<file path="src/mul_pkg.sv">
package mul_pkg;

    // operand and product widths
    localparam int OP_W   = 16;
    localparam int PROD_W = 2 * OP_W;

    // carry-save array shape
    localparam int ROWS_PER_STAGE = 4;
    localparam int NUM_STAGES     = OP_W / ROWS_PER_STAGE;

    // entry register + csa stages + final adder register
    localparam int PIPE_LATENCY = NUM_STAGES + 2;

    typedef logic [OP_W-1:0]   operand_t;
    typedef logic [PROD_W-1:0] product_t;    // product or accumulator vector

endpackage

</file>
<file path="src/mul_stage_if.sv">
`timescale 1ns/1ps

interface mul_stage_if
    import mul_pkg::*;
();

    logic     valid;        // item qualifier, no back-pressure
    operand_t a;
    operand_t b;
    product_t acc_sum;      // partial sum vector
    product_t acc_carry;    // partial carry vector, already weighted

    modport src (
        output valid,
        output a,
        output b,
        output acc_sum,
        output acc_carry
    );

    modport dst (
        input valid,
        input a,
        input b,
        input acc_sum,
        input acc_carry
    );

endinterface

</file>
<file path="src/mul_operand_reg.sv">
`timescale 1ns/1ps

module mul_operand_reg
    import mul_pkg::*;
(
    input  logic     clk,
    input  logic     rst_n,
    input  logic     in_valid,
    input  operand_t a,
    input  operand_t b,
    mul_stage_if.src out
);

    // valid bit of the entry register
    always_ff @(posedge clk) begin
        if (!rst_n) begin
            out.valid <= 1'b0;
        end else begin
            out.valid <= in_valid;
        end
    end

    // operands only load with a valid pair
    always_ff @(posedge clk) begin
        if (in_valid) begin
            out.a <= a;
            out.b <= b;
        end
    end

    // accumulator starts empty for every item
    always_ff @(posedge clk) begin
        out.acc_sum   <= '0;
        out.acc_carry <= '0;
    end

endmodule

</file>
<file path="src/mul_csa_stage.sv">
`timescale 1ns/1ps

module mul_csa_stage
    import mul_pkg::*;
#(
    parameter int STAGE = 0
) (
    input  logic     clk,
    input  logic     rst_n,
    mul_stage_if.dst prev,
    mul_stage_if.src next
);

    localparam int BASE = STAGE * ROWS_PER_STAGE;    // bit of a for the first row

    product_t row     [ROWS_PER_STAGE];
    product_t s_chain [ROWS_PER_STAGE+1];
    product_t c_chain [ROWS_PER_STAGE+1];
    product_t maj     [ROWS_PER_STAGE];

    // partial-product rows, each gated by one bit of a
    for (genvar r = 0; r < ROWS_PER_STAGE; r++) begin : g_row
        assign row[r] = prev.a[BASE + r] ? (product_t'(prev.b) << (BASE + r)) : '0;
    end

    assign s_chain[0] = prev.acc_sum;
    assign c_chain[0] = prev.acc_carry;

    // chain of 3:2 counters, one row absorbed per counter
    for (genvar r = 0; r < ROWS_PER_STAGE; r++) begin : g_csa
        assign maj[r] = (s_chain[r] & c_chain[r])
                      | (s_chain[r] & row[r])
                      | (c_chain[r] & row[r]);

        assign s_chain[r+1] = s_chain[r] ^ c_chain[r] ^ row[r];
        assign c_chain[r+1] = maj[r] << 1;    // top carry drops, product fits in 32 bits
    end

    always_ff @(posedge clk) begin
        if (!rst_n) begin
            next.valid <= 1'b0;
        end else begin
            next.valid <= prev.valid;
        end
    end

    // payload follows the item, held while the link is idle
    always_ff @(posedge clk) begin
        if (prev.valid) begin
            next.a         <= prev.a;
            next.b         <= prev.b;
            next.acc_sum   <= s_chain[ROWS_PER_STAGE];
            next.acc_carry <= c_chain[ROWS_PER_STAGE];
        end
    end

endmodule

</file>
<file path="src/ks_adder.sv">
`timescale 1ns/1ps

module ks_adder #(
    parameter int WIDTH = 32
) (
    input  logic [WIDTH-1:0] x,
    input  logic [WIDTH-1:0] y,
    output logic [WIDTH-1:0] sum,
    output logic             cout
);

    localparam int LEVELS = (WIDTH > 1) ? $clog2(WIDTH) : 0;

    // group generate and propagate after each prefix level
    logic [WIDTH-1:0] g [0:LEVELS];
    logic [WIDTH-1:0] p [0:LEVELS];

    assign g[0] = x & y;
    assign p[0] = x ^ y;

    for (genvar lvl = 0; lvl < LEVELS; lvl++) begin : g_level
        localparam int SPAN = 1 << lvl;

        for (genvar i = 0; i < WIDTH; i++) begin : g_bit
            if (i < SPAN) begin : g_pass
                // group already reaches bit 0
                assign g[lvl+1][i] = g[lvl][i];
                assign p[lvl+1][i] = 1'b0;
            end else if (i < 2 * SPAN) begin : g_gray
                assign g[lvl+1][i] = g[lvl][i] | (p[lvl][i] & g[lvl][i-SPAN]);
                assign p[lvl+1][i] = 1'b0;     // no carry-in, propagate no longer needed
            end else begin : g_black
                assign g[lvl+1][i] = g[lvl][i] | (p[lvl][i] & g[lvl][i-SPAN]);
                assign p[lvl+1][i] = p[lvl][i] & p[lvl][i-SPAN];
            end
        end
    end

    // sum bit is local propagate xor carry from the bits below
    for (genvar i = 0; i < WIDTH; i++) begin : g_sum
        if (i == 0) begin : g_lsb
            assign sum[i] = p[0][i];
        end else begin : g_upper
            assign sum[i] = p[0][i] ^ g[LEVELS][i-1];
        end
    end

    assign cout = g[LEVELS][WIDTH-1];

endmodule

</file>
<file path="src/mul_resolve.sv">
`timescale 1ns/1ps

module mul_resolve
    import mul_pkg::*;
(
    input  logic     clk,
    input  logic     rst_n,
    mul_stage_if.dst prev,
    output logic     out_valid,
    output product_t product
);

    product_t sum_w;

    // final carry-propagate add of the redundant pair
    ks_adder #(
        .WIDTH (PROD_W)
    ) u_add (
        .x    (prev.acc_sum),
        .y    (prev.acc_carry),
        .sum  (sum_w),
        .cout ()                // always zero for a 16x16 product
    );

    always_ff @(posedge clk) begin
        if (!rst_n) begin
            out_valid <= 1'b0;
        end else begin
            out_valid <= prev.valid;
        end
    end

    always_ff @(posedge clk) begin
        if (prev.valid) begin
            product <= sum_w;
        end
    end

endmodule

</file>
<file path="src/mul16_top.sv">
`timescale 1ns/1ps

module mul16_top
    import mul_pkg::*;
(
    input  logic     clk,
    input  logic     rst_n,
    input  logic     in_valid,
    input  operand_t a,
    input  operand_t b,
    output logic     out_valid,
    output product_t product
);

    // link 0 from the entry register, last link into the adder
    mul_stage_if link [0:NUM_STAGES] ();

    mul_operand_reg u_entry (
        .clk      (clk),
        .rst_n    (rst_n),
        .in_valid (in_valid),
        .a        (a),
        .b        (b),
        .out      (link[0])
    );

    for (genvar i = 0; i < NUM_STAGES; i++) begin : g_stage
        mul_csa_stage #(
            .STAGE (i)
        ) u_stage (
            .clk   (clk),
            .rst_n (rst_n),
            .prev  (link[i]),
            .next  (link[i+1])
        );
    end

    mul_resolve u_resolve (
        .clk       (clk),
        .rst_n     (rst_n),
        .prev      (link[NUM_STAGES]),
        .out_valid (out_valid),
        .product   (product)
    );

endmodule

</file>
<file path="config.mk">
export PLATFORM = sky130hd
export DESIGN_NAME = mul16_top
export DESIGN_NICKNAME = d
export VERILOG_FILES = /design/src/mul_pkg.sv /design/src/mul_stage_if.sv /design/src/mul_operand_reg.sv /design/src/mul_csa_stage.sv /design/src/ks_adder.sv /design/src/mul_resolve.sv /design/src/mul16_top.sv
export SDC_FILE = /design/constraint.sdc
export NUM_CORES = 1
export LEC_CHECK = 0
export ABC_CLOCK_PERIOD_IN_PS = 3100
export BUFFER_PORTS_ARGS = -buffer_cell sky130_fd_sc_hd__buf_4
export CORE_MARGIN = 3
export CORE_UTILIZATION = 55
export DETAILED_ROUTE_END_ITERATION = 10
export PLACE_DENSITY = 0.73
export SYNTH_ARGS = -nofsm -noshare
export SYNTH_HDL_FRONTEND = slang
export SYNTH_SLANG_ARGS = --single-unit
</file>
<file path="constraint.sdc">
create_clock -name clk -period 3.1 [get_ports clk]
set_input_delay 0.775 -clock clk [delete_from_list [all_inputs] [get_ports clk]]
set_output_delay 0.775 -clock clk [all_outputs]
set_load 0.005 [all_outputs]
</file>
* Word-level counts from Yosys, hierarchy flattened *
Index checks and enable logic that the tools add are counted.

cells by class
  mux-type cells = 16
  bitwise operators = 475

operators with widths
  cell                   count
  bitwise AND 31 bit     43
  bitwise OR 31 bit      28
  XOR 32 bit             19
  bitwise AND 1 bit      218
  bitwise OR 1 bit       124
  XOR 32 x 18 -> 32 bit  1
  XOR 32 x 20 -> 32 bit  1
  XOR 32 x 21 -> 32 bit  1
  XOR 32 x 22 -> 32 bit  1
  XOR 32 x 24 -> 32 bit  1
  XOR 32 x 25 -> 32 bit  1
  XOR 32 x 26 -> 32 bit  1
  XOR 32 x 28 -> 32 bit  1
  XOR 32 x 29 -> 32 bit  1
  XOR 32 x 30 -> 32 bit  1
  two-way mux 31 bit     1
  XOR 1 bit              31
  two-way mux 30 bit     1
  two-way mux 29 bit     1
  two-way mux 28 bit     1
  two-way mux 27 bit     1
  two-way mux 26 bit     1
  two-way mux 25 bit     1
  two-way mux 24 bit     1
  10 further kinds       10

word-level totals
  register bits after elaboration = 418
  bits of input ports = 35
  output and inout port bits = 33

* Depth between registers and ports, before layout *
Gate-level depths: netlist of run 1.

  depth in word-level cells = 13
  gate-level depth with buffers = 8
  mapped depth without buffers = 8

* Modules after synthesis *
From an unflattened synthesis of run 1, not the netlist that was laid out.

second synthesis, totals
  cells, all modules = 1775
  area total of the unflattened synthesis = 25869.8 um^2

by module, submodules not included
  module                                   times used  cells each  area each (um^2)  seq. area each (um^2)
  mul_csa_stage at g_stage[1].u_stage ...  3           352         5436.5            2782.7
  mul_csa_stage at g_stage[0].u_stage      1           353         5440.2            2782.7
  ks_adder                                 1           233         1661.6            0.0
  mul_operand_reg                          1           99          1471.4            980.9
  mul_resolve                              1           34          987.2             980.9

* Worst setup path before layout of run 1 *
OpenSTA, ideal clock, no wires.

  path kind = flip-flop to flip-flop
  start point = reg g_stage[2].u_stage.next.a[12]
  end point = reg g_stage[3].u_stage.next.acc_sum[16] (data pin)
  arrival time = 2.621 ns
  required time = 2.831 ns
  path slack = 0.210 ns
  stages on the path, launching flop included = 9
  buffers on the path = 1
  period minus slack after synthesis = 2.890 ns
  path through = edfxtp_1 > clkbuf_1 > and2_1 > fa_1 > inv_1 > fa_1 > fa_1 > inv_1 > fa_1

RTL lines
  element               RTL line             text
  start, declared       mul_stage_if.sv:15   output a,
  end signal, assigned  mul_csa_stage.sv:52  next.acc_sum <= s_chain[ROWS_PER_STAGE];
  end, declared         mul_stage_if.sv:17   output acc_sum,

==> flow_summary.ini, run 1 <==
[sta]
fin_skew_ns = 0.0192
hold_violations = 0
worst_slack_ns = 0.120
max-slew-margin-rel = 0.274
max_freq_mhz = 336
worst_slew_pin_slew_ns = 1.09
rsz0062_at_grt = false
finalCritPeriodShare = 0.961
slew_violations = 0
finalSetupViolCount = 0
final.min_clock_period_ns = 2.98

[layout]
nNetsFinal = 1514
diodes = 0
area_growth_pct = 12.3
post_route_cells_drive_above_1_share = 0.105
fin_cells = 1647
fillerInstances = 2147

[clocking]
path_clk_slew_ns = 0.06
clock-root-buffer = clkbuf_16
cts_buffers = 34
cts_max_level = 2
clock_latency_ns = 0.50
cts_sinks = 302
clk_path_buf_depth = 3
cts_hold_buf = 0
cts_tree = done

[hold_path]
min_path_type = register to register

[synthesis]
synth.cells.most_frequent = 296 x edfxtp_1, 240 x inv_1, 211 x fa_1
yosysMostFrequentCell = edfxtp_1
synth_ff_type = edfxtp_1
syn_nets = 1419
syn-instance-count = 1143
syn_avg_cell_area_um2 = 14.4
synth_async_sr_flop_share = 0
synth_top_area_cell = edfxtp_1
ys_ff_latch = 302
yosys_warnings = 0
synthTopCellsByArea = edfxtp_1 54%, fa_1 26%, and2_1 6.0%
synth_cell_types = 36
synth_edf_count = 296
ys_seq_area_frac = 0.547
syn-cell-area_um2 = 16500
synth.top_cell.area_share = 0.540

[global_route]
grt_pass1_vias = 8782
grt_pass1_wl_mm = 41.7
grt_usage = 0.162
grt_max_degree = 64
overflow = 0
antenna_found_initial = 0

[critical_path]
cp_max_fo = 5
cp-start-kind = register
critPathKind = register to register
critical_path_arrival_ns = 3.21
required_ns = 3.33
critPathCaptureType = register

[route]
postRouteAntennaNets = 0
dr.pass1.iters = 4
wl_per_cell_um = 14.6
wl_mm = 24.1
vias = 8192
drt_iter0_drc = 265
drc = 0
viasPerCell = 4.97

[floorplanning]
die_width_um = 179
initial_core_util = 0.566
pin_count = 68
rows = 62
core_area_um2 = 29100
fp.dieArea_um2 = 32000
dieHeight_um = 179

[power]
power_leakage_nw = 7.63
power_density_nw_per_um2 = 558
ir_drop_mv = 0.466

[placement]
place_inst = 1582
hpwl_mm = 18.3
place_ws_ns = -0.00652
numPortBuffers = 67
gp_congestion = 0.781

[status]
status = complete, no violations

[job]
maxCapViolCount = 0
metrics by stage:
| stage | util | TNS (ns) | total power (W) | hold WS, ns | cell area [um^2] |
|---|---|---|---|---|---|
| floorplan | - | 0 | 0.00625 | 0.400 | 16500 |
| global placement | 0.599 | 0 | 0.00667 | 0.402 | 17400 |
| detailed placement | 0.599 | -0.00777 | 0.00679 | 0.405 | 17400 |
| CTS | 0.634 | 0 | 0.0105 | 0.413 | 18500 |
| global route | 0.635 | 0 | 0.0110 | 0.417 | 18500 |
| finish | 0.635 | 0 | 0.0103 | 0.411 | 18500 |
timing repair:
item	in CTS	in global routing
hold endpoints to repair	0	0
setup endpoints to repair	2	41
setup buffers	1	3
resized for setup	0	3
critical path, stage by stage, from the launching register on:
cell and delay [ns]:
edfxtp_1 0.48, and2_4 0.21, fa_1 0.47, inv_1 0.05
fa_1 0.46, fa_1 0.52, inv_2 0.06, fa_1 0.46
layout make-up:
type	count	area, um^2	share of cell area
clock buffers	38	897	0.0485
clock inverters	23	125	0.00677
inverters	240	901	0.0487
multi-input cells	584	6490	0.351
flip-flops and latches	302	9010	0.488
well taps	384	480	0.0260
repair buffers	76	574	0.0311
cell usage in the layout (no fill, tap or decap), types with 2 or more instances in the layout:
| cell | netlist | final |
|---|---|---|
| a211oi_1 | 3 | 3 |
| o2111ai_1 | 2 | 2 |
| nor2_1 | 10 | 10 |
| clkinvlp_4 | 0 | 4 |
| clkbuf_1 | 17 | 2 |
| inv_1 | 240 | 239 |
| o211ai_1 | 4 | 4 |
| nor2b_1 | 4 | 4 |
| nor3_1 | 5 | 5 |
| inv_6 | 0 | 2 |
| buf_4 | 0 | 75 |
| a21o_1 | 3 | 3 |
| clkinv_1 | 0 | 9 |
| clkbuf_16 | 0 | 35 |
| ha_1 | 30 | 30 |
| nand3_1 | 7 | 7 |
| fa_1 | 211 | 211 |
| o311ai_0 | 2 | 2 |
| or4_1 | 4 | 4 |
| xnor2_1 | 5 | 5 |
| dfxtp_2 | 0 | 4 |
| a21oi_1 | 11 | 11 |
| nand2_1 | 105 | 105 |
| o21a_1 | 3 | 3 |
| nand2b_1 | 2 | 2 |
| dfxtp_1 | 6 | 2 |
| edfxtp_1 | 296 | 296 |
| clkinv_2 | 0 | 7 |
| and2_1 | 159 | 158 |
layer usage:
metal / track usage / vias to the layer above / share of wire
li1: - / 3815 / -
met1: 0.202 / 4202 / 0.41
met2: 0.292 / 125 / 0.53
met3: 0.0246 / 50 / 0.032
met4: 0.0552 / 0 / 0.028
met5: 0 / - / 0
cells by family (layout without fill, tap and decap cells):
family / after synthesis / in the layout / synth area share
AND/OR/NAND/NOR: 300 / 300 / 0.0961
AO/OA/AOI/OAI: 38 / 38 / 0.0160
XOR/XNOR: 5 / 5 / 0.00266
buffers and inverters: 257 / 377 / 0.0586
adder cells (fa/ha/maj): 241 / 241 / 0.279
flip-flops: 302 / 302 / 0.547
worst paths after layout:
kind	startpoint	to	cells after the start	slack [ns]
worst min register to register	g_stage[3].u_stage.next.acc_sum[12]	u_resolve.product[12]	0	0.41
worst min-delay path	g_stage[3].u_stage.next.acc_sum[12]	u_resolve.product[12]	0	0.41
worst max register to register	g_stage[1].u_stage.next.b[4]	g_stage[2].u_stage.next.acc_sum[12]	7	0.12
worst max-delay path	g_stage[1].u_stage.next.b[4]	g_stage[2].u_stage.next.acc_sum[12]	7	0.12
power breakdown:
part	internal [W]	switching, W
Sequential	0.00489	0.000153
Combinational	0.000725	0.000919
Clock	0.00209	0.00152
registers in the layout, indices dropped and copies added (netlist names):
signal / flops
g_stage.u_stage.next.a: 24
g_stage.u_stage.next.acc_carry: 60
u_resolve.out_valid: 1
u_entry.out.valid: 1
u_resolve.product: 32
u_entry.out.a: 16
g_stage.u_stage.next.acc_sum: 100
g_stage.u_stage.next.b: 48
u_entry.out.b: 16
g_stage.u_stage.next.valid: 4
(Power assumes the default switching activity.)
==> run 2, diff against run 1 <==
--- a/config.mk
+++ b/config.mk
@@ -10,7 +10,7 @@
 export CORE_MARGIN = 3
 export CORE_UTILIZATION = 55
 export DETAILED_ROUTE_END_ITERATION = 10
-export PLACE_DENSITY = 0.73
+export PLACE_DENSITY = 0.79
 export SYNTH_ARGS = -nofsm -noshare
 export SYNTH_HDL_FRONTEND = slang
 export SYNTH_SLANG_ARGS = --single-unit
==> run 2 against run 1 <==
  * Largest power group unchanged
  * Sequential cell count unchanged
  * Final cell count decreased by 0.18%
  * Count of clock-buffer cells in the layout rose by 1
==> flow_summary.ini, run 2 (synthesis gave the netlist of run 1 again) <==
[clocking]
cts_hold_buf = 0
cts_sinks = 302
clock-root-buffer = clkbuf_16
path_clk_slew_ns = 0.06
cts_max_level = 1
clock_latency_ns = 0.56
cts_buffers = 31
cts_tree = done
cts-resized-gates = 0
clk_path_buf_depth = 3

[layout]
area_growth_pct = 12.3
layout_commonest_cell = edfxtp_1
fillerInstances = 2014
fin_util = 0.636
layout_common_cells = 296 x edfxtp_1, 240 x inv_1, 211 x fa_1, 159 x and2_1, 105 x nand2_1
diodes = 0
top_regs = g_stage.u_stage.next.acc_sum: 100 flops, g_stage.u_stage.next.acc_carry: 60 flops, g_stage.u_stage.next.b: 48 flops
largest_register_ffs = 100
post_route_cells_drive_above_1_share = 0.104
top_register = g_stage.u_stage.next.acc_sum
nNetsFinal = 1511

[route]
wl_per_cell_um = 14.9
vias = 8181
postRouteAntennaNets = 0
highest_layer = met4
route.layer.met1.wl_mm = 9.95
wl_met2_mm = 13.0
drc = 0
dr.pass1.iters = 4
drt_iter0_drc = 309
viasPerCell = 4.98
wl_mm = 24.5
dr_wl_met3_um = 872

[sta]
finalCritPeriodShare = 0.959
max_freq_mhz = 336
max-slew-margin-rel = 0.262
slew_violations = 0
final.min_clock_period_ns = 2.97
rsz0062_at_grt = false
finalSetupViolCount = 0
fin_tns_setup_ns = 0
fin_skew_ns = 0.0170
worst_slew_pin_slew_ns = 1.11
hold_violations = 0

[floorplanning]
rows = 62
fp.dieArea_um2 = 32000
die_width_um = 179
dieHeight_um = 179
initial_core_util = 0.566
pin_count = 68
core_area_um2 = 29100

[placement]
numPortBuffers = 67
hpwl_mm = 18.5
gp_congestion = 0.829

[critical_path]
critPathKind = register to register
critPathCaptureType = register
critical_path_arrival_ns = 3.25
required_ns = 3.38
reg2regPathDepth = 8
cp-start-kind = register
cp_max_fo = 16
r2r_slack_ns = 0.13

[power]
netSwitchingFraction = 0.250
clkPwrFrac = 0.350
power_density_nw_per_um2 = 557
p_seq_frac = 0.490
ir_drop_mv = 0.487
pwr-share-comb = 0.160
switching_power_w = 0.00258
intPower_w = 0.00773
power_leakage_nw = 7.62

[global_route]
grt_max_degree = 64
grt_usage = 0.163
antenna_found_initial = 0
grt_pass1_vias = 8903
overflow = 0
grt_pass1_wl_mm = 42.1

[hold_path]
min_path_type = input port to register
hold_path_depth = 1

[job]
maxCapViolCount = 0

[status]
status = complete, no violations
[run 2: worst paths after layout]
check | startpoint | endpoint
hold / removal | b[6] | u_entry.out.b[6]
setup reg to reg | g_stage[1].u_stage.next.a[8] | g_stage[2].u_stage.next.acc_sum[17]
hold reg to reg | g_stage[2].u_stage.next.acc_sum[9] | g_stage[3].u_stage.next.acc_sum[9]
setup / recovery | g_stage[1].u_stage.next.a[8] | g_stage[2].u_stage.next.acc_sum[17]
[run 2: worst max-delay path: stages, from the launching register on]
cell      delay (ns)
edfxtp_1        0.35
buf_4           0.19
and2_1          0.18
fa_1            0.48
inv_1           0.05
fa_1            0.45
fa_1            0.49
inv_1           0.05
fa_1            0.46
[run 2: repair_timing]
action                                  in CTS  in global routing
pin swaps                                    0                  0
endpoints found under the setup margin       1                 27
cloned                                       0                  0
buffers inserted                             1                  4
[run 2: stage by stage]
step	hold WS, ns	setup WS, ns	area, um^2	total power (W)	cells
final	0.389	0.126	18500	0.0103	1644
after global routing	0.366	0.0260	18500	0.0109	1644
after CTS	0.361	0.0163	18500	0.0105	1640
after detailed placement	0.405	0.0187	17400	0.00680	1581
after global placement	0.403	0.0521	17400	0.00665	1581
after floorplan	0.400	0.210	16500	0.00625	1143
[run 2: area by class of cell]
cell class                      instances  area, um^2  area share
Sequential cell                       302        9010       0.488
Clock buffer                           39         846      0.0457
Timing Repair Buffer                   76         581      0.0314
Inverter                              240         901      0.0487
Tap cell                              384         480      0.0260
Clock inverter                         19         180     0.00974
Multi-Input combinational cell        584        6490       0.351
[run 2: metal layers]
metal	track usage	vias to the layer above
li1	-	3808
met1	0.203	4169
met2	0.295	152
met3	0.0239	52
met4	0.0484	0
met5	0	-
[run 2: power by group through the flow]
stage / Clock (W) / Combinational, W / Sequential [W]
3_5_place_dp: 0 / 0.00166 / 0.00514
6_report: 0.00361 / 0.00165 / 0.00505
5_1_grt: 0.00389 / 0.00196 / 0.00507
4_1_cts: 0.00372 / 0.00169 / 0.00506
3_3_place_gp: 0 / 0.00152 / 0.00513
2_1_floorplan: 0 / 0.00116 / 0.00509
